===== src/cart_consts.svh =====
`ifndef CART_CONSTS_SVH
`define CART_CONSTS_SVH

// ==========================================================================
// Console bus widths
// ==========================================================================
`define CART_ADDR_W    16           // 6502 address bus
`define CART_DATA_W    8            // Data bus byte

// Cartridge window, $4000 up to the top of the map
`define ROM_BASE       16'h4000

// Game memory depth, 48 KB
`define ROM_BYTES      49152

// ==========================================================================
// Storage card image layout
// ==========================================================================
`define SECTOR_BYTES   512          // Bytes per card sector
`define HEADER_BYTES   128          // Image header at start of sector 0

// Sectors read after reset
// 48 KB game plus header rounds up to 97
`define GAME_SECTORS   97

`define SECTOR_W       7            // Enough for sector 96

`endif


===== src/cart_pkg.sv =====
`include "cart_consts.svh"

package cart_pkg;

    // ======================================================================
    // Data and address types
    // ======================================================================
    typedef logic [`CART_ADDR_W-1:0] cart_addr_t;     // Console address
    typedef logic [`CART_ADDR_W-1:0] rom_addr_t;      // Offset into game memory
    typedef logic [`CART_DATA_W-1:0] cart_byte_t;     // One data byte

    // Kind of console cycle seen on the bus
    typedef enum logic [1:0] {
        CYC_IDLE     = 2'd0,    // Read with phi2 low, CPU not halted
        CYC_CPU_READ = 2'd1,    // phi2 high, halt high
        CYC_DMA_READ = 2'd2,    // Halt low, DMA owns the bus
        CYC_OTHER    = 2'd3     // Any write
    } bus_cycle_t;

    // Sector loader FSM
    typedef enum logic [2:0] {
        LD_WAIT_CARD = 3'd0,    // Card source not ready yet
        LD_REQ       = 3'd1,    // Request up, waiting for ack
        LD_RELEASE   = 3'd2,    // Request down, waiting for ack to drop
        LD_NEXT      = 3'd3,    // Step offset and sector
        LD_DONE      = 3'd4     // Image in memory
    } ld_state_t;

endpackage


===== src/cart_if.sv =====
// ==========================================================================
// Registered console lines, bus_sync to bus_decode
// ==========================================================================
interface console_bus_if;
    import cart_pkg::*;

    cart_addr_t addr;           // Sampled address
    logic       phi2;
    logic       rw;             // 1 = read
    logic       halt;           // Low during DMA

    modport src (output addr, phi2, rw, halt);
    modport dst (input  addr, phi2, rw, halt);
endinterface

// ==========================================================================
// Decoded access, bus_decode to game_rom
// ==========================================================================
interface rom_access_if;
    import cart_pkg::*;

    bus_cycle_t cycle;          // Classified cycle
    rom_addr_t  rom_index;      // Address minus window base
    logic       rw;             // Delayed copy for buffer direction
    logic       in_window;      // Address inside cartridge window

    modport src (output cycle, rom_index, rw, in_window);
    modport dst (input  cycle, rom_index, rw, in_window);
endinterface


===== src/bus_decode.sv =====
`include "cart_consts.svh"

module bus_decode (
    input  logic        sys_clk,
    input  logic        sd_reset,
    console_bus_if.dst  bus,
    rom_access_if.src   rd
);
    import cart_pkg::*;

    localparam cart_addr_t WIN_BASE = `ROM_BASE;

    bus_cycle_t cycle_nxt;
    logic       in_window_nxt;
    rom_addr_t  rom_index_nxt;

    // ======================================================================
    // Window decode and cycle classification
    // ======================================================================
    assign in_window_nxt = (bus.addr >= WIN_BASE);      // $4000 and above
    assign rom_index_nxt = bus.addr - WIN_BASE;         // Wraps below window, unused then

    always_comb begin
        if (!bus.rw) begin
            cycle_nxt = CYC_OTHER;                      // Writes never get data
        end else if (!bus.halt) begin
            cycle_nxt = CYC_DMA_READ;                   // DMA ignores phi2
        end else if (bus.phi2) begin
            cycle_nxt = CYC_CPU_READ;
        end else begin
            cycle_nxt = CYC_IDLE;
        end
    end

    // Second pipeline stage
    always_ff @(posedge sys_clk) begin
        if (sd_reset) begin
            rd.cycle     <= CYC_IDLE;
            rd.in_window <= 1'b0;
            rd.rw        <= 1'b1;
        end else begin
            rd.cycle     <= cycle_nxt;
            rd.in_window <= in_window_nxt;
            rd.rw        <= bus.rw;
        end
    end

    // Index is payload only
    always_ff @(posedge sys_clk) begin
        rd.rom_index <= rom_index_nxt;
    end

endmodule


===== src/flat_wrapper.sv =====
// flat-port wrapper written by rule: the top's interface ports become plain ports
module bus_decode_flat import cart_pkg::*;
  (sys_clk, sd_reset, bus_addr, bus_phi2, bus_rw, bus_halt, rd_cycle, rd_rom_index, rd_rw, rd_in_window);
  console_bus_if bus_i ();
  rom_access_if rd_i ();
  input  logic sys_clk;
  input  logic sd_reset;
  input wire logic [$bits(bus_i.addr)-1:0] bus_addr;
  input wire logic [$bits(bus_i.phi2)-1:0] bus_phi2;
  input wire logic [$bits(bus_i.rw)-1:0] bus_rw;
  input wire logic [$bits(bus_i.halt)-1:0] bus_halt;
  output wire logic [$bits(rd_i.cycle)-1:0] rd_cycle;
  output wire logic [$bits(rd_i.rom_index)-1:0] rd_rom_index;
  output wire logic [$bits(rd_i.rw)-1:0] rd_rw;
  output wire logic [$bits(rd_i.in_window)-1:0] rd_in_window;
  assign bus_i.addr = bus_addr;
  assign bus_i.phi2 = bus_phi2;
  assign bus_i.rw = bus_rw;
  assign bus_i.halt = bus_halt;
  assign rd_cycle = rd_i.cycle;
  assign rd_rom_index = rd_i.rom_index;
  assign rd_rw = rd_i.rw;
  assign rd_in_window = rd_i.in_window;
  bus_decode u_core (.sys_clk(sys_clk), .sd_reset(sd_reset), .bus(bus_i), .rd(rd_i));
endmodule

===== config.mk =====
export PLATFORM = sky130hd
export DESIGN_NAME = bus_decode_flat
export DESIGN_NICKNAME = d
export VERILOG_FILES = /design/src/cart_pkg.sv /design/src/cart_if.sv /design/src/bus_decode.sv /design/src/flat_wrapper.sv
export VERILOG_INCLUDE_DIRS = /design/src
export SDC_FILE = /design/constraint.sdc
export NUM_CORES = 1
export LEC_CHECK = 0
export BUFFER_PORTS_ARGS = -buffer_cell sky130_fd_sc_hd__buf_2
export CAP_MARGIN = 40
export CORE_UTILIZATION = 33
export DETAILED_ROUTE_END_ITERATION = 12
export GPL_ROUTABILITY_DRIVEN = 0
export PLACE_DENSITY = 0.69
export SYNTH_ARGS = -nofsm -noshare
export SYNTH_HDL_FRONTEND = slang
export SYNTH_SLANG_ARGS = --single-unit
export TNS_END_PERCENT = 5

===== constraint.sdc =====
create_clock -name sys_clk -period 0.8 [get_ports sys_clk]
set_clock_uncertainty 0.1 [all_clocks]
set_input_delay 0.08 -clock sys_clk [delete_from_list [all_inputs] [get_ports sys_clk]]
set_output_delay 0.08 -clock sys_clk [all_outputs]
set_load 0.01 [all_outputs]

==> results of run 1 <==
## stage by stage
| step | hold WS, ps | setup slack (ps) | std cells |
|---|---|---|---|
| after floorplan | 7.717 | 199.1 | 29 |
| after global placement | 82.47 | 113.7 | 83 |
| after detailed placement | 84.22 | 95.62 | 83 |
| after CTS | -12.53 | -138.4 | 106 |
| after global routing | -57.67 | -185.0 | 106 |
| final | -53.56 | -152.8 | 106 |
## layer usage
layer  up-vias  track usage  routed length [µm]
li1        215            -                   -
met1       193       0.1164                 445
met2        29       0.3750                 785
met3         2      0.05202                 121
met4         0      0.07759                   3
met5         -            0                   0
## registers in the layout, indices dropped and copies added, names as in the netlist
name / flops
u_core.rd.rom_index: 16
u_core.rd.cycle: 2
u_core.rd.in_window: 1
u_core.rd.rw: 1
## final timing paths
check | to | slack, ps | cells after the start
worst max-delay path | rd_rom_index[8] | -150 | 1
worst min-delay path | u_core.rd.cycle[1]$_SDFF_PP0_ | -50 | 3
## power breakdown
part	total [µW]	internal [µW]	leakage, µW	switching [µW]
Combinational	248	157	0.000285	90.9
Clock	568	277	0.0000210	291
Sequential	1080	1060	0.000169	20.0
## cell usage after synthesis
cell type	n	share of area
a21oi_1	2	0.022
dfxtp_1	20	0.89
ha_1	1	0.028
inv_1	3	0.025
nand2_1	1	0.0084
nor2_1	1	0.0084
or2_1	1	0.014
## logic make-up (layout without fill, tap and decap cells)
family,count (synthesis),after routing,synth area share
DFF,20,20,0.8938
and+or+nand+nor,3,3,0.03072
buffers and inverters,3,66,0.02514
AOI/OAI and AO/OA,2,2,0.02235
adders and majority gates,1,1,0.02793
## repair_timing
action	CTS	global route
pin swaps	0	0
endpoints found under the setup margin	20	21
gates resized for setup	0	16
endpoints found under the hold margin	20	4
## area by class of cell
cell class	count	share of cell area
timing repair buffer	59	0.4538
clock buffer	4	0.03882
multi-input combinational	6	0.03882
tap	14	0.01874
sequential	20	0.4378
inverter	3	0.01205
==> flow_summary.toml, run 1 <==
[outcome]
status = "finished, violations left"
violations = "negative hold slack, negative setup slack"

[yosys]
synth_seq_cells = 20
synthesis.nets = 51
ys_types = 7
ys_warn_count = 0
yosysSeqAreaShare = 0.8939
synth_area_um2 = 447.9
postSynthAreaPerCell_um2 = 15.45
synth_cells = 29

[timing]
rsz0062_at_grt = "yes"
final_max_slew_viol_count = 0
whs_ps = -53.56
tightest_slew_ps = 113.2
final_hold_viol_count = 4
setup_ws_ps = -152.8
max_freq_mhz = 1050
slew_headroom = 0.9245
setup_tns_ps = -2378
fin_crit_sh = 1.191
setup_violations = 20
timing.final.crit_period_ps = 952.8

[clock_tree]
cts_buffers = 3
h-tree-depth = 1
post_cts_buffers = 0
cts_root_buffer = "clkbuf_4"
clock_path_buffers = 2
path_clk_slew_ps = 110
cts_tree = "built"
hold_buffers = 19
clock-sinks = 20

[floorplanning]
design.core.area_um2 = 1186
start_util = 0.3776
placementRows = 12
dieArea_um2 = 1509
die_h_um = 38.84
pin_count = 41
die_w_um = 38.84

[layout]
final_cell_mix = "buf_2 (35), dlygate4sd3_1 (17), dfxtp_1 (13), buf_6 (7), dfxtp_2 (7)"
drive_above_1_share = 0.5761
diodes = 0
mostFrequentLayoutCell = "buf_2"
finalNetCount = 115
utilization = 0.7880
multi_input_area_um2 = 36.28
nFillCells = 76
areaGrowthSynthToFinish_pct = 108.7
design_area_um2 = 934.6
register_area_um2 = 409.1

[global_routing]
grt_first_pass_wirelength_mm = 1.628
grtUsageTotal = 0.1699
grt_max_degree = 12
antenna_found_initial = 0
grt_pass1_vias = 426
grt-ovfl-total = 0

[critical_path]
crit_start = "u_core.rd.rom_index[8]$_DFF_P_"
cp_data_arrival_time_ps = 770
worstSetupPathType = "flip-flop to output port"
worstPathCellList = "buf_2"
crit_slowest_cell = "dfxtp_1"
cp_slowest_stage_delay_ps = 340
required_ps = 620
cp_num_buf_inv = 1
cp-end-kind = "output port"
cp-start-kind = "flip-flop"
cpLargestDelayFamily = "flip-flops"
crit_fanout = 1

[route]
drc = 0
firstDrtPassIters = 2
ant_nets = 0
drt-vias-per-instance = 4.142
drt-total-wl_mm = 1.356
vias = 439
routedWlPerCell_um = 12.79
first_iter_violations = 3

[worst_hold_path]
hold_class = "input port to flip-flop"
hp-start = "sd_reset"

[flow_run]
cap_violations = 0

[pwr]
peakVddDrop_mv = 1.128
power.density_nw_per_um2 = 2026
power.total_uw = 1894
p_leak_uw = 0.0004745

[placed_design]
placed_area_um2 = 665.6
dp_hpwl_um = 618.2
numPortBuffers = 40
No activity file was read; power rests on OpenSTA's default activity.
==> run 2, diff against run 1 <==
--- a/config.mk
+++ b/config.mk
@@ -12,6 +12,7 @@
 export DETAILED_ROUTE_END_ITERATION = 12
 export GPL_ROUTABILITY_DRIVEN = 0
 export PLACE_DENSITY = 0.69
+export RECOVER_POWER = 25
 export SYNTH_ARGS = -nofsm -noshare
 export SYNTH_HDL_FRONTEND = slang
 export SYNTH_SLANG_ARGS = --single-unit
==> flow_summary.toml, run 2 (same netlist as run 1, synthesis figures left out) <==
[clock_tree]
h-tree-depth = 1
clock-sinks = 20
cts_buffers = 3
path_clk_slew_ps = 110
hold_buffers = 19
clock_path_buffers = 2
cts_tree = "built"
post_cts_buffers = 0
cts_root_buffer = "clkbuf_4"

[placed_design]
dp_cells = 83
dp_hpwl_um = 618.2
numPortBuffers = 40

[critical_path]
crit_fanout = 1
cp_slowest_stage_delay_ps = 340
cp-end-kind = "output port"
worstPathCellList = "buf_2"
required_ps = 620
path_depth = 1
cpLargestDelayFamily = "flip-flops"
worstSetupPathType = "flip-flop to output port"
cp_num_buf_inv = 1
cp_data_arrival_time_ps = 770
cp-start-kind = "flip-flop"
crit_slowest_cell = "dfxtp_1"

[timing]
fin_crit_sh = 1.191
whs_ps = -53.56
timing.final.crit_period_ps = 952.8
rsz0062_at_grt = "yes"
final_hold_viol_count = 4
slew_headroom = 0.9101
setup_violations = 20
tightest_slew_ps = 134.8
final_max_slew_viol_count = 0
max_freq_mhz = 1050
setup_tns_ps = -2377
setup_ws_ps = -152.8

[global_routing]
grt_pass1_vias = 426
grt-ovfl-total = 0
grt_first_pass_wirelength_mm = 1.628
antenna_found_initial = 0
grtUsageTotal = 0.1699
grt_max_degree = 12

[pwr]
power.density_nw_per_um2 = 2028
power.switching_uw = 402.0
seqPwrFrac = 0.569
internal_power_uw = 1491
power.total_uw = 1893
p_leak_uw = 0.0004718
clkPwrFrac = 0.300
p_sw_frac = 0.2124
p_comb_frac = 0.131
peakVddDrop_mv = 1.128

[layout]
finalNetCount = 115
register_area_um2 = 409.1
final_cell_mix = "buf_2 (34), dlygate4sd3_1 (17), dfxtp_1 (13), buf_6 (7), dfxtp_2 (7)"
diodes = 0
top_register = "u_core.rd.rom_index"
multi_input_area_um2 = 36.28
areaGrowthSynthToFinish_pct = 108.4
drive_above_1_share = 0.5652
nFillCells = 77
utilization = 0.7869
largestRegisters = "u_core.rd.rom_index (16), u_core.rd.cycle (2)"
largest_register_ffs = 16
fin_cells = 106
mostFrequentLayoutCell = "buf_2"

[route]
first_iter_violations = 3
drc = 0
drt-total-wl_mm = 1.356
routedWlPerCell_um = 12.79
vias = 439
firstDrtPassIters = 2
drt-vias-per-instance = 4.142
ant_nets = 0

[outcome]
violations = "negative hold slack, negative setup slack"
status = "finished, violations left"

[floorplanning]
dieArea_um2 = 1509
start_util = 0.3776
die_h_um = 38.84
die_w_um = 38.84
design.core.area_um2 = 1186
placementRows = 12
pin_count = 41

[worst_hold_path]
hold_class = "input port to flip-flop"
whs_path_depth = 3

[flow_run]
cap_violations = 0
==> run 2: changes by cell type in the layout (fill, tap and decap cells not counted), sizes merged <==
| cell | change |
|---|---|
| clkbuf | +1 |
| buf | -1 |
==> run 2: power groups by stage <==
stage / sequential, µW / combinational, µW / clock, µW
floorplan: 1120 / 13.3 / 0
global placement: 1090 / 149 / 0
detailed placement: 1090 / 152 / 0
CTS: 1070 / 223 / 583
global route: 1080 / 265 / 648
finish: 1080 / 247 / 568
==> run 2: path summary, 6_finish.rpt <==
check | startpoint | endpoint
setup / recovery | u_core.rd.rom_index[8]$_DFF_P_ | rd_rom_index[8]
hold / removal | sd_reset | u_core.rd.cycle[1]$_SDFF_PP0_
==> run 2: timing repair <==
item / in CTS / in global routing
setup endpoints to repair: 20 / 21
endpoints found under the hold margin: 20 / 4
gates resized for setup: 0 / 16
==> run 2: layer usage <==
metal,wire length (µm),track usage,part of all wire,vias up
met5,0,0,0,-
met2,785,0.3750,0.58,29
met1,445,0.1164,0.33,193
met4,3,0.07759,0.0022,0
li1,-,-,-,215
met3,121,0.05202,0.089,2
==> run 2: layout make-up <==
cell class,instances,area share
timing repair buffer,59,0.4531
multi-input combinational,6,0.03887
tap,14,0.01877
inverter,3,0.01206
clock buffer,4,0.03887
sequential,20,0.4383
==> run 2: through the flow <==
step,cell area [µm²],setup slack (ps)
detailed placement,665.6,95.62
global placement,665.6,113.7
global route,933.4,-185.0
CTS,892.1,-138.4
finish,933.4,-152.8
floorplan,447.9,199.1
