## src/cart_consts.svh

```systemverilog
`ifndef CART_CONSTS_SVH
`define CART_CONSTS_SVH

// ==========================================================================
// Console bus widths
// ==========================================================================
`define CART_ADDR_W    16           // 6502 address bus
`define CART_DATA_W    8            // Data bus byte

// Cartridge window, $4000 up to the top of the map
`define ROM_BASE       16'h4000

// Game memory depth, 48 KB
`define ROM_BYTES      49152

// ==========================================================================
// Storage card image layout
// ==========================================================================
`define SECTOR_BYTES   512          // Bytes per card sector
`define HEADER_BYTES   128          // Image header at start of sector 0

// Sectors read after reset
// 48 KB game plus header rounds up to 97
`define GAME_SECTORS   97

`define SECTOR_W       7            // Enough for sector 96

`endif

```

## src/cart_pkg.sv

```systemverilog
`include "cart_consts.svh"

package cart_pkg;

    // ======================================================================
    // Data and address types
    // ======================================================================
    typedef logic [`CART_ADDR_W-1:0] cart_addr_t;     // Console address
    typedef logic [`CART_ADDR_W-1:0] rom_addr_t;      // Offset into game memory
    typedef logic [`CART_DATA_W-1:0] cart_byte_t;     // One data byte

    // Kind of console cycle seen on the bus
    typedef enum logic [1:0] {
        CYC_IDLE     = 2'd0,    // Read with phi2 low, CPU not halted
        CYC_CPU_READ = 2'd1,    // phi2 high, halt high
        CYC_DMA_READ = 2'd2,    // Halt low, DMA owns the bus
        CYC_OTHER    = 2'd3     // Any write
    } bus_cycle_t;

    // Sector loader FSM
    typedef enum logic [2:0] {
        LD_WAIT_CARD = 3'd0,    // Card source not ready yet
        LD_REQ       = 3'd1,    // Request up, waiting for ack
        LD_RELEASE   = 3'd2,    // Request down, waiting for ack to drop
        LD_NEXT      = 3'd3,    // Step offset and sector
        LD_DONE      = 3'd4     // Image in memory
    } ld_state_t;

endpackage

```

## src/cart_if.sv

```systemverilog
// ==========================================================================
// Registered console lines, bus_sync to bus_decode
// ==========================================================================
interface console_bus_if;
    import cart_pkg::*;

    cart_addr_t addr;           // Sampled address
    logic       phi2;
    logic       rw;             // 1 = read
    logic       halt;           // Low during DMA

    modport src (output addr, phi2, rw, halt);
    modport dst (input  addr, phi2, rw, halt);
endinterface


```

## src/bus_sync.sv

```systemverilog
module bus_sync (
    input  logic                sys_clk,
    input  logic                sd_reset,
    input  cart_pkg::cart_addr_t a,         // Raw console address pins
    input  logic                phi2,
    input  logic                rw,
    input  logic                halt,
    console_bus_if.src          bus
);
    import cart_pkg::*;

    // ======================================================================
    // Single register stage on the console pins
    // ======================================================================
    // Console lines are asynchronous to sys_clk
    // Sampled once, all later logic sees only these flops
    always_ff @(posedge sys_clk) begin
        if (sd_reset) begin
            bus.addr <= '0;
            bus.phi2 <= 1'b0;                   // Idle read
            bus.rw   <= 1'b1;
            bus.halt <= 1'b1;                   // CPU owns bus
        end else begin
            bus.addr <= a;
            bus.phi2 <= phi2;
            bus.rw   <= rw;
            bus.halt <= halt;
        end
    end

endmodule

```

## src/flat_wrapper.sv

```systemverilog
// flat-port wrapper written by rule: the top's interface ports become plain ports
module bus_sync_flat import cart_pkg::*;
  (sys_clk, sd_reset, a, phi2, rw, halt, bus_addr, bus_phi2, bus_rw, bus_halt);
  console_bus_if bus_i ();
  input  logic sys_clk;
  input  logic sd_reset;
  input  cart_pkg::cart_addr_t a;
  input  logic phi2;
  input  logic rw;
  input  logic halt;
  output wire logic [$bits(bus_i.addr)-1:0] bus_addr;
  output wire logic [$bits(bus_i.phi2)-1:0] bus_phi2;
  output wire logic [$bits(bus_i.rw)-1:0] bus_rw;
  output wire logic [$bits(bus_i.halt)-1:0] bus_halt;
  assign bus_addr = bus_i.addr;
  assign bus_phi2 = bus_i.phi2;
  assign bus_rw = bus_i.rw;
  assign bus_halt = bus_i.halt;
  bus_sync u_core (.sys_clk(sys_clk), .sd_reset(sd_reset), .a(a), .phi2(phi2), .rw(rw), .halt(halt), .bus(bus_i));
endmodule
```

## config.mk

```make
export PLATFORM = sky130hd
export DESIGN_NAME = bus_sync_flat
export DESIGN_NICKNAME = d
export VERILOG_FILES = /design/src/cart_pkg.sv /design/src/cart_if.sv /design/src/bus_sync.sv /design/src/flat_wrapper.sv
export VERILOG_INCLUDE_DIRS = /design/src
export SDC_FILE = /design/constraint.sdc
export NUM_CORES = 1
export LEC_CHECK = 0
export ABC_AREA = 1
export ABC_CLOCK_PERIOD_IN_PS = 800
export BUFFER_PORTS_ARGS = -buffer_cell sky130_fd_sc_hd__buf_2
export CORE_MARGIN = 3
export CORE_UTILIZATION = 40
export CTS_CLUSTER_DIAMETER = 30
export DETAILED_ROUTE_END_ITERATION = 12
export PLACE_DENSITY = 0.9
export SYNTH_ARGS = -nofsm -noshare
export SYNTH_HDL_FRONTEND = slang
export SYNTH_SLANG_ARGS = --single-unit
```

## constraint.sdc

```tcl
create_clock -name sys_clk -period 0.8 [get_ports sys_clk]
set_input_delay 0.12 -clock sys_clk [delete_from_list [all_inputs] [get_ports sys_clk]]
set_output_delay 0.12 -clock sys_clk [all_outputs]
set_load 0.1 [all_outputs]
```

==> metrics.log, run 1 <==
INFO  metric syn_nets = just over 80
INFO  metric postLayoutSetupSlackWorst = -0.178 ns
INFO  metric core = between 1000 and 1500 sq um
INFO  metric timing.final.setup_violations = 19
INFO  metric rows = 12
INFO  metric final.fill_count = 46
INFO  metric floorplan.initialDensity = 46.0%
INFO  metric startpoint_type = register
INFO  metric detail_route.wl_per_cell = around 15 microns
INFO  metric clk_pin_slew_worst_paths = approximately 0.11 ns
INFO  metric synth_compound_area_share = 0%
INFO  metric ant_nets = 0
INFO  metric tritoncts = built
INFO  metric drv_cap = 0
INFO  metric most_used_routing_layer_in_global_routing = met2
INFO  metric synthesized_area_fraction_occupied_by_adder_cells = 0%
INFO  metric h-tree-depth = 1
INFO  metric grt_max_degree = 19
INFO  metric clockPowerShare = a little over a fifth
INFO  metric grt.total_usage = roughly 22%
INFO  metric detail_route.vias_per_cell = approximately 4.6
INFO  metric layout_min_cycle_time = 0.978 ns
INFO  metric achievable-frequency = slightly above 1000 MHz
INFO  metric post_layout_nonfiller_instances = around 120
INFO  metric place.gp.congestion = 0.667
INFO  metric proportion_of_synthesized_area_in_mux_cells = 0%
INFO  metric grt_first_pass_wirelength = around 2900 microns
INFO  metric area.growth.synth_to_final = 98.2%
INFO  metric drt_pre_antenna_iters = 2
INFO  metric min_path_type = in -> reg
INFO  metric power.share.combinational = 31.4%
INFO  metric final_nets = between 100 and 150
INFO  metric placed_cell_count = ~110
INFO  metric crit_family = flip-flops
INFO  metric synth-simple-area-share = about 13%
INFO  metric port-buffer-count = 39
INFO  metric post_synth_num_cell_types = 6
INFO  metric met3_usage = a little over a tenth
INFO  metric power-per-cell-area = 2050 nW/um^2
INFO  metric io_pins = 40
INFO  metric fin_crit_sh = 122%
INFO  metric power.switching = between 700 and 800 uW
INFO  metric worst_slew_margin_relative_to_its_limit = around 80%
INFO  metric detail_route.iter0.violations = 6
INFO  metric rsz0062_at_grt = true
INFO  metric worst-slew-pin-transition = approximately 0.3 ns
INFO  metric cts.sink_count = 19
INFO  metric power.static_leakage = 0.000580 uW
INFO  metric vias = ~530
INFO  metric routed_wirelength = ~1800 microns
INFO  metric fin_util = between 90% and 100%
INFO  metric hold_path_end = u_core.bus.addr[9]
INFO  metric post-cts-setup-buffer-count = 0
INFO  metric yosysSeqAreaShare = 68.8%
INFO  metric grt_pass1_vias = between 600 and 700
INFO  metric cts.root.buffer_cell = sky130_fd_sc_hd__clkbuf_4
INFO  metric finalHoldViolations = 0
INFO  metric drc = 0
INFO  metric path_buf_inv = 1
INFO  metric timing.critical_path.depth = 1
INFO  metric p_total = about 2200 uW
INFO  metric cp_required = slightly below 0.7 ns
INFO  metric numCtsBuffers = 3
INFO  metric critical_path_arrival = roughly 0.86 ns
INFO  metric grt_antenna_before_repair = 0
INFO  metric synth_area = 553 sq um
INFO  metric hold_path.startpoint = a[9]
INFO  metric multi_input_gate_area = just over 70 sq um
INFO  metric die_x = 43.2 microns
INFO  metric final_cell_mix = sky130_fd_sc_hd__inv_1, sky130_fd_sc_hd__buf_2, sky130_fd_sc_hd__buf_12, sky130_fd_sc_hd__dfxtp_2, sky130_fd_sc_hd__nor2_1
INFO  metric synth_cells = 60
INFO  metric overall_overflow_remaining_after_global_route = 0
INFO  metric met1_usage = between 10% and 20%
INFO  metric antenna_cells_inserted = 0
INFO  metric sw_frac_of_total = a little over a third
INFO  metric sequential_cell_area = ~400 sq um
INFO  metric max-clock-path-buffers = 2
INFO  metric drv_slew = 0
INFO  metric syn-mean-instance-area = between 9 and 10 sq um
INFO  metric cp_cell_sequence = buf_12
INFO  metric max_incr_delay_on_cp = ~0.37 ns
INFO  metric cell_internal_power = approximately 1400 uW
INFO  metric vdd_drop_max = roughly 1.4 mV
INFO  metric grt_use_met2 = 41.3%
INFO  metric die-area = ~1900 sq um
INFO  metric failed_checks = negative setup slack
INFO  metric end_kind = output port
INFO  metric worstHoldPathCells = 3
INFO  metric synthesis.yosys.warnings = 0
INFO  metric cp_slowest_cell = sky130_fd_sc_hd__dfxtp_2
INFO  metric drive_gt1_share = between 60% and 70%
INFO  metric die_y = 43.2 microns
INFO  metric holdWs = about 0.0022 ns
INFO  metric path_max_fanout = 1
INFO  metric worst-setup-path-type = reg -> out
INFO  metric seq_power_share = a little under half
INFO  metric run_status = finished, violations left
INFO  metric synthXorXnorAreaFrac = 0%
INFO  metric detailedPlacementHpwl = 1180 microns
INFO  metric combinational_family_with_the_most_area_after_synthesis = buffers and inverters
INFO  metric synth-seq-cells = 19
layout make-up:
class / instances / area share [%]
clock buffers: 3 / 2.05
clock inverters: 1 / 0.457
inverters: 20 / 6.85
multi-input cells: 19 / 6.51
flip-flops and latches: 19 / 36.9
well taps: 14 / 1.60
repair buffers: 41 / 45.7
stage by stage:
| step | cell area [sq um] | worst slack [ns] | TNS, ns |
|---|---|---|---|
| after global routing | 1100 | -0.199 | -3.45 |
| after floorplan | 577 | 0.0542 | 0 |
| after detailed placement | 1050 | 0.119 | 0 |
| after CTS | 1100 | -0.184 | -3.10 |
| final | 1100 | -0.178 | -2.91 |
| after global placement | 1050 | 0.191 | 0 |
how the worst max path moves through the flow:
stage	slack, ns	start	to
3_3_place_gp	0.19	u_core.bus.halt	bus_halt
3_5_place_dp	0.12	sd_reset	u_core.bus.halt
5_1_grt	-0.20	u_core.bus.halt	bus_halt
2_1_floorplan	0.05	u_core.bus.addr[0]	bus_addr[0]
6_report	-0.18	u_core.bus.halt	bus_halt
4_1_cts	-0.18	u_core.bus.halt	bus_halt
cells in the mapped netlist:
library cell,count,area share (%)
sky130_fd_sc_hd__nor2_1,17,12
sky130_fd_sc_hd__dfxtp_1,19,69
sky130_fd_sc_hd__inv_1,20,14
sky130_fd_sc_hd__nand2_1,2,1.4
sky130_fd_sc_hd__buf_8,1,2.7
sky130_fd_sc_hd__buf_6,1,2.0
flip-flops by register name, summed over array words and instances (netlist names):
signal / count
u_core.bus.addr: 16
u_core.bus.halt: 1
u_core.bus.phi2: 1
u_core.bus.rw: 1
routing by layer:
layer	up-vias	share of wire, %
li1	243	-
met1	244	31
met2	36	54
met3	10	8.6
met4	0	5.9
met5	-	0
cells by family after synthesis:
kind of cell	Yosys count
buffers and inverters	22
flip-flops	19
AND/OR/NAND/NOR	19
power groups by stage:
stage	clock (uW)	sequential [uW]	combinational, uW
6_report	486	1050	704
5_1_grt	534	1060	729
4_1_cts	498	1050	703
3_5_place_dp	0	1070	692
3_3_place_gp	0	1070	676
2_1_floorplan	0	1420	58.1
what timing repair did:
item | in CTS | in global routing
pin swaps | 0 | 0
hold endpoints to repair | 2 | 0
endpoints found under the setup margin | 19 | 19
hold buffers | 2 | 0
resized for setup | 0 | 0
cloned | 0 | 0
Note: power is estimated with default switching activity, not from simulation.
==> run 2, diff against run 1 <==
--- a/config.mk
+++ b/config.mk
@@ -9,11 +9,12 @@
 export ABC_AREA = 1
 export ABC_CLOCK_PERIOD_IN_PS = 800
 export BUFFER_PORTS_ARGS = -buffer_cell sky130_fd_sc_hd__buf_2
-export CORE_MARGIN = 3
-export CORE_UTILIZATION = 40
+export CORE_AREA = 3 3 40 42
+export CTS_BUF_LIST = sky130_fd_sc_hd__clkbuf_2 sky130_fd_sc_hd__clkbuf_4 sky130_fd_sc_hd__clkbuf_8
 export CTS_CLUSTER_DIAMETER = 30
 export DETAILED_ROUTE_END_ITERATION = 12
-export PLACE_DENSITY = 0.9
+export DIE_AREA = 0 0 43 45
+export PLACE_DENSITY = 0.93
 export SYNTH_ARGS = -nofsm -noshare
 export SYNTH_HDL_FRONTEND = slang
 export SYNTH_SLANG_ARGS = --single-unit
==> metrics.log, run 2 (synthesis gave the netlist of run 1 again) <==
INFO  metric detail_route.iter0.violations = 1
INFO  metric grt_antenna_before_repair = 0
INFO  metric min_path_type = in -> reg
INFO  metric p_total = approximately 2200 uW
INFO  metric final_nets = ~120
INFO  metric final_cell_mix = sky130_fd_sc_hd__inv_1, sky130_fd_sc_hd__buf_2, sky130_fd_sc_hd__buf_12, sky130_fd_sc_hd__dfxtp_2, sky130_fd_sc_hd__nor2_1
INFO  metric largest_reg_flops = 16
INFO  metric area.growth.synth_to_final = 95.2%
INFO  metric worst_slew_margin_relative_to_its_limit = between 80 and 90%
INFO  metric detailedPlacementHpwl = between 1000 and 1500 microns
INFO  metric io_pins = 40
INFO  metric final.fill_count = between 50 and 60
INFO  metric postLayoutSetupSlackWorst = -0.131 ns
INFO  metric cp_cell_sequence = buf_12
INFO  metric die_x = around 43 microns
INFO  metric numCtsBuffers = 3
INFO  metric tritoncts = built
INFO  metric floorplan.initialDensity = between 40% and 50%
INFO  metric rsz0062_at_grt = true
INFO  metric vias = 464
INFO  metric run_status = finished, violations left
INFO  metric crit_family = flip-flops
INFO  metric detail_route.vias_per_cell = ~4.0
INFO  metric drive_gt1_share = 61.4%
INFO  metric h-tree-depth = 1
INFO  metric timing.final.setup_violations = 19
INFO  metric ant_nets = 0
INFO  metric startpoint_type = register
INFO  metric timing.critical_path.depth = 1
INFO  metric grt_pass1_vias = 476
INFO  metric pre_cts_slack = around 0.14 ns
INFO  metric drt_pre_antenna_iters = 2
INFO  metric place.gp.congestion = a little under 0.7
INFO  metric drv_slew = 0
INFO  metric achievable-frequency = 1070 MHz
INFO  metric cp_slowest_cell = sky130_fd_sc_hd__dfxtp_2
INFO  metric max_incr_delay_on_cp = 0.36 ns
INFO  metric power.static_leakage = ~0.00057 uW
INFO  metric detail_route.wl_per_cell = 10.1 microns
INFO  metric path_buf_inv = 1
INFO  metric grt_max_degree = 19
INFO  metric path_max_fanout = 1
INFO  metric port-buffer-count = 39
INFO  metric critical_path_arrival = 0.81 ns
INFO  metric finalHoldViolations = 0
INFO  metric routed_wirelength = ~1200 microns
INFO  metric reg_with_most_ffs = u_core.bus.addr
INFO  metric vdd_drop_max = around 1.3 mV
INFO  metric cts.sink_count = 19
INFO  metric layout_min_cycle_time = 0.931 ns
INFO  metric cts.root.buffer_cell = sky130_fd_sc_hd__clkbuf_4
INFO  metric clk_pin_slew_worst_paths = 0.10 ns
INFO  metric rows = 13
INFO  metric power-per-cell-area = just over 2000 nW/um^2
INFO  metric fin_crit_sh = 116%
INFO  metric placed_cell_count = about 110
INFO  metric holdWs = 0.0145 ns
INFO  metric cp_required = 0.68 ns
INFO  metric overall_overflow_remaining_after_global_route = 0
INFO  metric failed_checks = negative setup slack
INFO  metric grt.total_usage = 12.7%
INFO  metric hold_path_end = u_core.bus.rw
INFO  metric antenna_cells_inserted = 0
INFO  metric drv_cap = 0
INFO  metric worst-slew-pin-transition = 0.297 ns
INFO  metric cts.hold.buffers_added = 0
INFO  metric hold_path.startpoint = rw
INFO  metric end_kind = output port
INFO  metric worstHoldPathCells = 3
INFO  metric die-area = approximately 1900 sq um
INFO  metric core = between 1000 and 1500 sq um
INFO  metric post_cts_resized = 0
INFO  metric drc = 0
INFO  metric worst-setup-path-type = reg -> out
INFO  metric die_y = roughly 45 microns
INFO  metric post_layout_nonfiller_instances = about 120
INFO  metric grt_first_pass_wirelength = 1790 microns
INFO  metric max-clock-path-buffers = 2
[run 2: changes by cell type in the layout (fill, tap and decap cells not counted), sizes merged]
| cell | previous run | this run |
|---|---|---|
| dlygate4sd3 | 2 | 0 |
| clkbuf | 3 | 4 |
| clkinv | 1 | 0 |
[run 2: stage by stage]
stage	TNS (ns)	instance area, sq um	utilization (%)
detailed placement	0	1050	81.7
floorplan	0	577	-
global placement	0	1050	81.7
finish	-2.28	1080	84.0
CTS	-2.59	1080	84.0
global route	-2.87	1080	84.0
[run 2: layer usage]
metal | track usage [%] | vias up | wire (microns)
met3 | 3.19 | 2 | 115
met2 | 24.9 | 32 | 583
met5 | 0 | - | 0
li1 | - | 239 | -
met1 | 11.8 | 191 | 468
met4 | 7.23 | 0 | 4
[run 2: what timing repair did]
| action | in CTS | in global routing |
|---|---|---|
| cloned | 0 | 0 |
| buffers inserted | 0 | 0 |
| setup endpoints to repair | 19 | 19 |
| pin swaps | 0 | 0 |
[run 2: worst max-delay path by stage]
stage | from | endpoint
after floorplan | u_core.bus.addr[0] | bus_addr[0]
after global placement | u_core.bus.addr[14] | bus_addr[14]
after detailed placement | sd_reset | u_core.bus.addr[0]
after CTS | u_core.bus.addr[0] | bus_addr[0]
after global routing | u_core.bus.addr[0] | bus_addr[0]
final | u_core.bus.addr[0] | bus_addr[0]
[run 2: area by class of cell]
type | count | area, sq um | share of cell area, %
clock buffer | 4 | 30.0 | 2.78
inverter | 20 | 75.1 | 6.95
multi-input combinational | 19 | 71.3 | 6.60
sequential | 19 | 404 | 37.4
tap | 15 | 18.8 | 1.74
timing repair buffer | 39 | 480 | 44.5
[run 2: power breakdown]
group          internal, uW  switching (uW)  leakage, uW  total [uW]
Sequential             1010            40.0     0.000162        1050
Clock                   227             251    0.0000184         479
Combinational           242             441     0.000392         683
Total                  1480             732     0.000573        2210
