===== src/cart_consts.svh =====
`ifndef CART_CONSTS_SVH
`define CART_CONSTS_SVH

// ==========================================================================
// Console bus widths
// ==========================================================================
`define CART_ADDR_W    16           // 6502 address bus
`define CART_DATA_W    8            // Data bus byte

// Cartridge window, $4000 up to the top of the map
`define ROM_BASE       16'h4000

// Game memory depth, 48 KB
`define ROM_BYTES      49152

// ==========================================================================
// Storage card image layout
// ==========================================================================
`define SECTOR_BYTES   512          // Bytes per card sector
`define HEADER_BYTES   128          // Image header at start of sector 0

// Sectors read after reset
// 48 KB game plus header rounds up to 97
`define GAME_SECTORS   97

`define SECTOR_W       7            // Enough for sector 96

`endif


===== src/cart_pkg.sv =====
`include "cart_consts.svh"

package cart_pkg;

    // ======================================================================
    // Data and address types
    // ======================================================================
    typedef logic [`CART_ADDR_W-1:0] cart_addr_t;     // Console address
    typedef logic [`CART_ADDR_W-1:0] rom_addr_t;      // Offset into game memory
    typedef logic [`CART_DATA_W-1:0] cart_byte_t;     // One data byte

    // Kind of console cycle seen on the bus
    typedef enum logic [1:0] {
        CYC_IDLE     = 2'd0,    // Read with phi2 low, CPU not halted
        CYC_CPU_READ = 2'd1,    // phi2 high, halt high
        CYC_DMA_READ = 2'd2,    // Halt low, DMA owns the bus
        CYC_OTHER    = 2'd3     // Any write
    } bus_cycle_t;

    // Sector loader FSM
    typedef enum logic [2:0] {
        LD_WAIT_CARD = 3'd0,    // Card source not ready yet
        LD_REQ       = 3'd1,    // Request up, waiting for ack
        LD_RELEASE   = 3'd2,    // Request down, waiting for ack to drop
        LD_NEXT      = 3'd3,    // Step offset and sector
        LD_DONE      = 3'd4     // Image in memory
    } ld_state_t;

endpackage


===== src/sector_loader.sv =====
`include "cart_consts.svh"

module sector_loader #(
    parameter int N_SECTORS = `GAME_SECTORS     // Sectors to pull from the card
) (
    input  logic                              sys_clk,
    input  logic                              sd_reset,
    input  logic                              sd_ready,     // Card source usable
    input  logic                              sd_ack,
    input  cart_pkg::cart_byte_t              sd_data,
    output logic                              sd_req,
    output logic [`SECTOR_W-1:0]              sd_sector,
    output logic [$clog2(`SECTOR_BYTES)-1:0]  sd_offset,
    output logic                              wr_en,
    output cart_pkg::rom_addr_t               wr_addr,
    output cart_pkg::cart_byte_t              wr_data,
    output logic                              loaded,
    output logic                              led_loading,  // Active low
    output logic                              led_loaded    // Active low
);
    import cart_pkg::*;

    localparam int OFS_W = $clog2(`SECTOR_BYTES);
    localparam int SEC_W = `SECTOR_W;

    localparam logic [SEC_W-1:0] LAST_SECTOR = SEC_W'(N_SECTORS - 1);
    localparam logic [OFS_W-1:0] LAST_OFFSET = OFS_W'(`SECTOR_BYTES - 1);
    localparam logic [OFS_W-1:0] HDR_END     = OFS_W'(`HEADER_BYTES);
    localparam rom_addr_t        ROM_LAST    = rom_addr_t'(`ROM_BYTES - 1);

    ld_state_t state;
    rom_addr_t wr_ptr;              // Next free memory byte
    logic      in_header;
    logic      has_room;
    logic      last_byte;
    logic      last_sector;

    // ======================================================================
    // Position flags
    // ======================================================================
    assign in_header   = (sd_sector == '0) && (sd_offset < HDR_END);  // Image header
    assign has_room    = (wr_ptr <= ROM_LAST);      // Padding past 48 KB dropped
    assign last_byte   = (sd_offset == LAST_OFFSET);
    assign last_sector = (sd_sector == LAST_SECTOR);

    // ======================================================================
    // Loader FSM, one four-phase handshake per byte
    // ======================================================================
    always_ff @(posedge sys_clk) begin
        wr_en <= 1'b0;                              // One-cycle strobe
        if (sd_reset) begin
            state     <= LD_WAIT_CARD;
            sd_req    <= 1'b0;
            sd_sector <= '0;
            sd_offset <= '0;
            wr_ptr    <= '0;
        end else begin
            case (state)
                LD_WAIT_CARD: begin
                    if (sd_ready) begin
                        sd_req <= 1'b1;             // First byte, sector 0 offset 0
                        state  <= LD_REQ;
                    end
                end

                LD_REQ: begin
                    // No timeout, source sets the pace
                    if (sd_ack) begin
                        sd_req  <= 1'b0;
                        wr_data <= sd_data;
                        wr_addr <= wr_ptr;
                        if (!in_header && has_room) begin
                            wr_en  <= 1'b1;
                            wr_ptr <= wr_ptr + 1'b1;
                        end
                        state <= LD_RELEASE;
                    end
                end

                LD_RELEASE: begin
                    if (!sd_ack) state <= LD_NEXT;  // Source finished its half
                end

                LD_NEXT: begin
                    if (last_byte && last_sector) begin
                        state <= LD_DONE;
                    end else begin
                        if (last_byte) begin
                            sd_sector <= sd_sector + 1'b1;
                            sd_offset <= '0;
                        end else begin
                            sd_offset <= sd_offset + 1'b1;
                        end
                        sd_req <= 1'b1;             // New position valid with req
                        state  <= LD_REQ;
                    end
                end

                LD_DONE: begin
                    state <= LD_DONE;               // Stay until next reset
                end

                default: state <= LD_WAIT_CARD;
            endcase
        end
    end

    // Status outputs
    assign loaded      = (state == LD_DONE);
    assign led_loading = loaded;                    // Lit while busy
    assign led_loaded  = ~loaded;                   // Lit once done

endmodule


===== config.mk =====
export PLATFORM = sky130hd
export DESIGN_NAME = sector_loader
export DESIGN_NICKNAME = d
export VERILOG_FILES = /design/src/cart_pkg.sv /design/src/sector_loader.sv
export VERILOG_INCLUDE_DIRS = /design/src
export SDC_FILE = /design/constraint.sdc
export NUM_CORES = 1
export LEC_CHECK = 0
export ABC_AREA = 1
export BUFFER_PORTS_ARGS = -buffer_cell sky130_fd_sc_hd__buf_4
export CORE_MARGIN = 4
export CORE_UTILIZATION = 29
export CTS_CLUSTER_DIAMETER = 60
export CTS_CLUSTER_SIZE = 12
export DETAILED_ROUTE_END_ITERATION = 6
export GPL_TIMING_DRIVEN = 0
export HOLD_SLACK_MARGIN = 0.06
export PLACE_DENSITY = 0.54
export SLEW_MARGIN = 25
export SYNTH_ARGS = -nofsm -noshare
export SYNTH_HDL_FRONTEND = slang
export SYNTH_SLANG_ARGS = --single-unit

===== constraint.sdc =====
create_clock -name sys_clk -period 2.6 [get_ports sys_clk]
set_input_delay 0.52 -clock sys_clk [delete_from_list [all_inputs] [get_ports sys_clk]]
set_output_delay 0.52 -clock sys_clk [all_outputs]
set_load 0.05 [all_outputs]

==> impl_results.md, run 1 <==
* Die Y at about 110 µm
* Crit path kind: register to register
* Clk slew on worst S/H paths at ~0.07 ns
* Crit-path slowest cell: dfxtp_1
* Post-CTS Setup Inserts at 0
* Final worst-path cycle share at 0.819
* GR Overflow Total at 0
* Largest net degree at the start of global routing at 25
* Worst path max stage delay at approximately 0.38 ns
* Distinct cells, synth at 27
* Clock Root Buffer: clkbuf_8
* Clk_lat worst skew at ~0.34 ns
* PortBufs at 56
* Hold_buf cts at 0
* FF-to-FF Start: sd_offset[0]
* ANT cells at 0
* Reg-to-Reg End: sd_sector[0]
* Final setup fails at 0
* Post-synth ARST share at 0
* GP Congestion at ~0.85
* EDFF count, synth at 24
* Area post-placement at about 0.0034 mm²
* # Max-Cap Violations at 0
* Crit path cell chain: ha_1, nand2_1, nor3_1, nand2_1, nor2_1, ha_1, nand2_1, nor2_4, inv_2, o21ai_1, a21oi_1
* Mapped Area at about 0.0029 mm²
* DRT iter0 DRCs at between 70 and 80
* RSZ-0062 raised after global routing: false
* # clock sinks at about 60
* Setup Skew at around 0.0083 ns
* Total CTS buffers at 9
* Final Hold Viols at 0
* Max Fclk at 470 MHz
* Max-slew violations at 0
* Initial antenna violation count at 0
* Global-route wire length before repair at roughly 10000 µm
* Power density over the cells at around 600 mW/mm²
* Mapped Cells at about 350
* Final instance area at 0.00364 mm²
* Worst Reg-to-Reg Cells at 11
* Crit Path Max Fanout at 8
* Critical path destination: sd_sector[0]
* Hold Path Class: input port to register
* Seq/Total Area, Yosys at 0.513
* Syn Nets at 363
* Clock Tree Buf Depth at 2
* Most frequent CP cell: nand2_1
* DRC viols at 0
* Status: finished clean
* Post-DP HPWL at roughly 4500 µm
* R2r setup slk at 0.47 ns
* Tot GR Track Use at 0.112
* Critical path origin: sd_offset[0]
* Vias in the first global route at between 2k and 2.5k
* Ports at 57
* Post-cts sizing count at 0
* Worst EP required at roughly 2.8 ns
* Arrival @ worst endpoint at roughly 2.4 ns
* Initial Util at 0.303
* Row cnt at 35
* DR pass1 iterations at 4
* Worst relative slew slack at 0.557
* CP Capture Type: register
* Vias at roughly 2.4k
* Die Area at ~0.011 mm²
* ANT nets after route at 0
* H-tree level count at 3
* Worst vdd ir at between 0.2 and 0.3 mV
* Die span in x at between 100 and 150 µm
* Post-Place Worst Slack at 0.262 ns
* Layout cells sized above 1 at 0.237
* Leakage dissipation at ~0.0014 µW
* Placeable Area at 0.00942 mm²
* Top_reg_cell synth: dfxtp_1
* CTS tree: yes
* Nets at 430
* Seq cells post-synth at 61
* Via/cell ratio at 4.40
* Slew @ Worst Pin at 0.662 ns
* Worst setup margin at between 0.4 and 0.5 ns
* Total wire length at around 6000 µm
* Synth warnings at 0
* Type of origin of the critical path: register
* Final min period at 2.13 ns
* Routed len/inst at between 10 and 15 µm
* Layout area overhead at 27.6%
* FILL cells at around 960
* Syn avg cell area at just over 8 µm²
==> synthesized netlist by cell type, types with 2 or more instances <==
| master | number | area [µm²] |
|---|---|---|
| a21oi_1 | 24 | 120 |
| a21oi_2 | 5 | 43.8 |
| buf_1 | 2 | 7.51 |
| buf_6 | 2 | 22.5 |
| dfxtp_1 | 37 | 741 |
| edfxtp_1 | 24 | 721 |
| ha_1 | 5 | 62.6 |
| inv_1 | 34 | 128 |
| inv_2 | 4 | 15.0 |
| nand2_1 | 99 | 372 |
| nand2_2 | 4 | 25.0 |
| nand2_4 | 2 | 22.5 |
| nand3_1 | 23 | 115 |
| nand4_1 | 5 | 31.3 |
| nor2_1 | 39 | 146 |
| nor2_4 | 6 | 67.6 |
| nor3_1 | 3 | 15.0 |
| o21ai_0 | 7 | 35.0 |
| o21ai_1 | 3 | 15.0 |
| xnor2_1 | 2 | 17.5 |
| xor2_1 | 10 | 87.6 |
==> cell families after synthesis <==
group / synth area share
xor+xnor: 0.0369
flops: 0.513
buf+inv: 0.0645
fa+ha+maj: 0.0219
compound gates: 0.0772
simple gates: 0.287
==> metal layers <==
layer | wire length, µm | global-route usage | up-vias
met1 | 2830 | 0.139 | 1086
li1 | - | - | 1251
met5 | 0 | 0 | -
met2 | 2810 | 0.180 | 61
met3 | 395 | 0.0415 | 8
met4 | 79 | 0.0329 | 0
==> through the flow <==
| step | TNS (ns) | hold slack, ns | total power, µW | cells | utilization |
|---|---|---|---|---|---|
| 3_5_place_dp | 0 | 0.448 | 1340 | 531 | 0.365 |
| 3_3_place_gp | -16.60 | 0.440 | 1340 | 531 | 0.365 |
| 4_1_cts | 0 | 0.341 | 2190 | 547 | 0.386 |
| 2_1_floorplan | 0 | 0.430 | 1260 | 346 | - |
| 6_report | 0 | 0.355 | 2160 | 547 | 0.386 |
| 5_1_grt | 0 | 0.320 | 2270 | 547 | 0.386 |
==> how the worst min path moves through the flow <==
stage          startpoint           to  slack (ns)  cells past startpoint
2_1_floorplan  wr_ptr[15]  wr_addr[15]        0.43                      0
3_5_place_dp   wr_ptr[15]  wr_addr[15]        0.45                      0
3_3_place_gp   wr_ptr[15]  wr_addr[15]        0.44                      0
4_1_cts        sd_data[1]   wr_data[1]        0.34                      1
6_report       sd_data[1]   wr_data[1]        0.35                      1
5_1_grt        sd_data[1]   wr_data[1]        0.32                      1
==> critical path, delay by kind of cell (launching register included) <==
kind	cells	cell delay (ns)
compound gates	2	0.19
fa+ha+maj	2	0.49
buf+inv	1	0.12
flops	1	0.38
simple gates	6	0.84
==> cells in the final DEF (no fill, tap or decap), types with 2 or more instances in the layout <==
cell,synthesis,routed
nor3_1,3,3
inv_1,34,34
clkinv_2,0,2
nand2_1,99,99
nand2_4,2,2
nand2_2,4,4
nor2_4,6,7
dfxtp_1,37,37
clkbuf_8,0,9
nor2_1,39,38
ha_1,5,5
nand4_1,5,5
a21oi_1,24,24
xnor2_1,2,2
o21ai_1,3,3
a21oi_2,5,5
nand3_1,23,23
inv_6,0,2
buf_1,2,2
o21ai_0,7,7
buf_4,1,57
inv_2,4,4
xor2_1,10,10
edfxtp_1,24,24
buf_6,2,2
==> state kept, by name, indices dropped and copies added, names as in the netlist <==
| name | flops |
|---|---|
| wr_ptr | 16 |
| sd_offset | 9 |
| wr_addr | 16 |
| sd_req | 1 |
| wr_data | 8 |
| wr_en | 1 |
| state | 3 |
| sd_sector | 7 |
==> area by class of cell <==
cell class,count,area (µm²),area share
clock inverter,7,73.8,0.0203
clock buffer,9,124,0.0340
sequential,61,1460,0.402
multi-input combinational,241,1210,0.334
buffer,6,41.3,0.0113
timing repair buffer,56,420,0.116
tap,129,161,0.0444
inverter,38,143,0.0392
==> where the power goes <==
| part | total [µW] | internal [µW] | switching, µW | leakage (µW) |
|---|---|---|---|---|
| combinational | 270 | 80.1 | 190 | 0.000825 |
| sequential | 1050 | 1030 | 19.3 | 0.000508 |
| clock | 842 | 447 | 395 | 0.000100 |
| total | 2160 | 1550 | 605 | 0.00143 |
No activity file was read; power rests on OpenSTA's default activity.
==> run 2: changes to the inputs <==
==> constraint.sdc (replaced) <==
create_clock -name sys_clk -period 2 [get_ports sys_clk]
set_input_delay 0.4 -clock sys_clk [delete_from_list [all_inputs] [get_ports sys_clk]]
set_output_delay 0.4 -clock sys_clk [all_outputs]
set_load 0.05 [all_outputs]
==> run 2 against run 1 <==
Against the previous run:
- combinational power rose by 36%
- via count rose by 1.6%
- first-iteration DRC count rose by 10%
- clock-buffer cell count did not move
- setup slack got worse by 0.37 ns
- die area did not move
- maximum frequency rose by 12%
- clock power rose by 32%
- register-to-register slack got worse by 0.37 ns
- sequential share of layout area fell by 1.2 points
- cell area rose by 3.8%
==> impl_results.md, run 2 (synthesis results as in run 1) <==
* Crit Path Max Fanout at 7
* Crit path kind: register to register
* PortBufs at 56
* RSZ-0062 raised after global routing: true
* GR Overflow Total at 0
* Initial Util at 0.303
* Clock Tree Buf Depth at 2
* Tot GR Track Use at 0.116
* Via/cell ratio at ~4.4
* Worst path max stage delay at 0.37 ns
* Hold Path Stages at 1
* Crit-path slowest cell: dfxtp_4
* Routed len/inst at 11.4 µm
* CP top delay family: simple AND/OR/NAND/NOR gates
* Total CTS buffers at 9
* DR pass1 iterations at 4
* Nets at about 440
* Global-route wire length before repair at 10800 µm
* Commonest non-fill, non-tap cell in the layout: nand2_1
* Clock Root Buffer: clkbuf_8
* Die Area at around 0.011 mm²
* Final setup fails at 0
* Worst Reg-to-Reg Cells at 11
* Placeable Area at 0.00942 mm²
* Most frequent cells in the layout: 96 x nand2_1, 66 x buf_4, 35 x nor2_1
* Vias in the first global route at 2329
* Hold Path Class: input port to register
* CP Capture Type: register
* Clk slew on worst S/H paths at around 0.08 ns
* ANT nets after route at 0
* Crit path cell chain: ha_4, nand2_2, nor3_4, nand2_1, nor2_2, ha_2, nand2_1, nor2_4, buf_4, nand2_1, a21oi_1
* Max Fclk at about 530 MHz
* Final worst-path cycle share at 0.947
* Placed insts at 531
* ANT cells at 0
* Layout area overhead at 32.4%
* Hold_sp: sd_data[3]
* Worst vdd ir at 0.286 mV
* # Max-Cap Violations at 0
* Top Registers: wr_addr (16), wr_ptr (16), sd_offset (9)
* FF-to-FF Start: sd_offset[0]
* Setup Skew at 0.0115 ns
* DRT iter0 DRCs at 87
* Worst EP required at 2.28 ns
* Slew @ Worst Pin at 0.659 ns
* Leakage dissipation at around 0.0015 µW
* Layout cells sized above 1 at 0.290
* Row cnt at 35
* Initial antenna violation count at 0
* Largest net degree at the start of global routing at 25
* Max-slew violations at 0
* Final Hold Viols at 0
* Hold EP: wr_data[3]
* R2r setup slk at 0.11 ns
* Power density over the cells at 751 mW/mm²
* Reg-to-Reg End: sd_sector[2]
* Die Y at between 100 and 150 µm
* Ports at 57
* CTS tree: yes
* Non-filler cells in the finished layout at around 560
* Final Power at about 2800 µW
* H-tree level count at 3
* Setup TNS at 0 ns
* Status: finished clean
* Worst relative slew slack at 0.560
* Vias at 2444
* Arrival @ worst endpoint at between 2 and 2.5 ns
* GP Congestion at approximately 0.85
* Hold_buf cts at 0
* Clk_lat worst skew at ~0.34 ns
* DRC viols at 0
* Total wire length at between 6000 and 7000 µm
* Final min period at 1.89 ns
* Most frequent CP cell: nand2_1
* Type of origin of the critical path: register
* Post-DP HPWL at 4570 µm
* Buf/Inv on CP at 1
* # clock sinks at just over 60
* Die span in x at 107 µm
## run 2: stage by stage
| stage | utilization | setup WS [ns] | hold slack [ns] | area, µm² |
|---|---|---|---|---|
| final | 0.401 | 0.105 | 0.233 | 3780 |
| after CTS | 0.391 | 0.00197 | 0.218 | 3690 |
| after global routing | 0.401 | -0.0375 | 0.206 | 3780 |
| after floorplan | - | 0.00431 | 0.430 | 2870 |
| after global placement | 0.366 | -0.545 | 0.439 | 3450 |
| after detailed placement | 0.367 | -0.245 | 0.447 | 3450 |
## run 2: area by class of cell
cell class | instances | area, µm²
buffer | 6 | 41.3
clock buffer | 9 | 124
clock inverter | 7 | 75.1
fill | 938 | 5640
inverter | 38 | 145
multi-input combinational | 241 | 1270
sequential | 61 | 1470
tap | 129 | 161
timing repair buffer | 65 | 488
## run 2: timing repair
action / in CTS / in global routing
pin swaps: 1 / 7
resized for setup: 3 / 12
buffers inserted: 3 / 6
setup endpoints to repair: 14 / 17
gates cloned: 0 / 0
## run 2: worst max-delay path by stage
stage               slack, ns          from      endpoint  depth (start not counted)
floorplan               0.004  sd_offset[5]  sd_sector[0]                         10
global placement        -0.55      sd_reset    wr_addr[0]                          4
detailed placement      -0.24      sd_reset    wr_addr[3]                          4
CTS                     0.002  sd_offset[0]  sd_sector[0]                         11
global route            -0.04  sd_offset[0]  sd_sector[2]                         11
finish                   0.11  sd_offset[0]  sd_sector[2]                         11
## run 2: routing by layer
layer,GRT usage,vias up,wire length [µm],share of wire
met4,0.0274,0,49,0.0077
met1,0.147,1095,3000,0.47
met5,0,-,0,0
met3,0.0409,7,436,0.069
met2,0.190,73,2870,0.45
li1,-,1269,-,-
## run 2: where the power goes
group | leakage, µW | internal (µW) | switching [µW]
Clock | 0.000104 | 581 | 529
Combinational | 0.000889 | 111 | 255
Sequential | 0.000511 | 1330 | 25.5
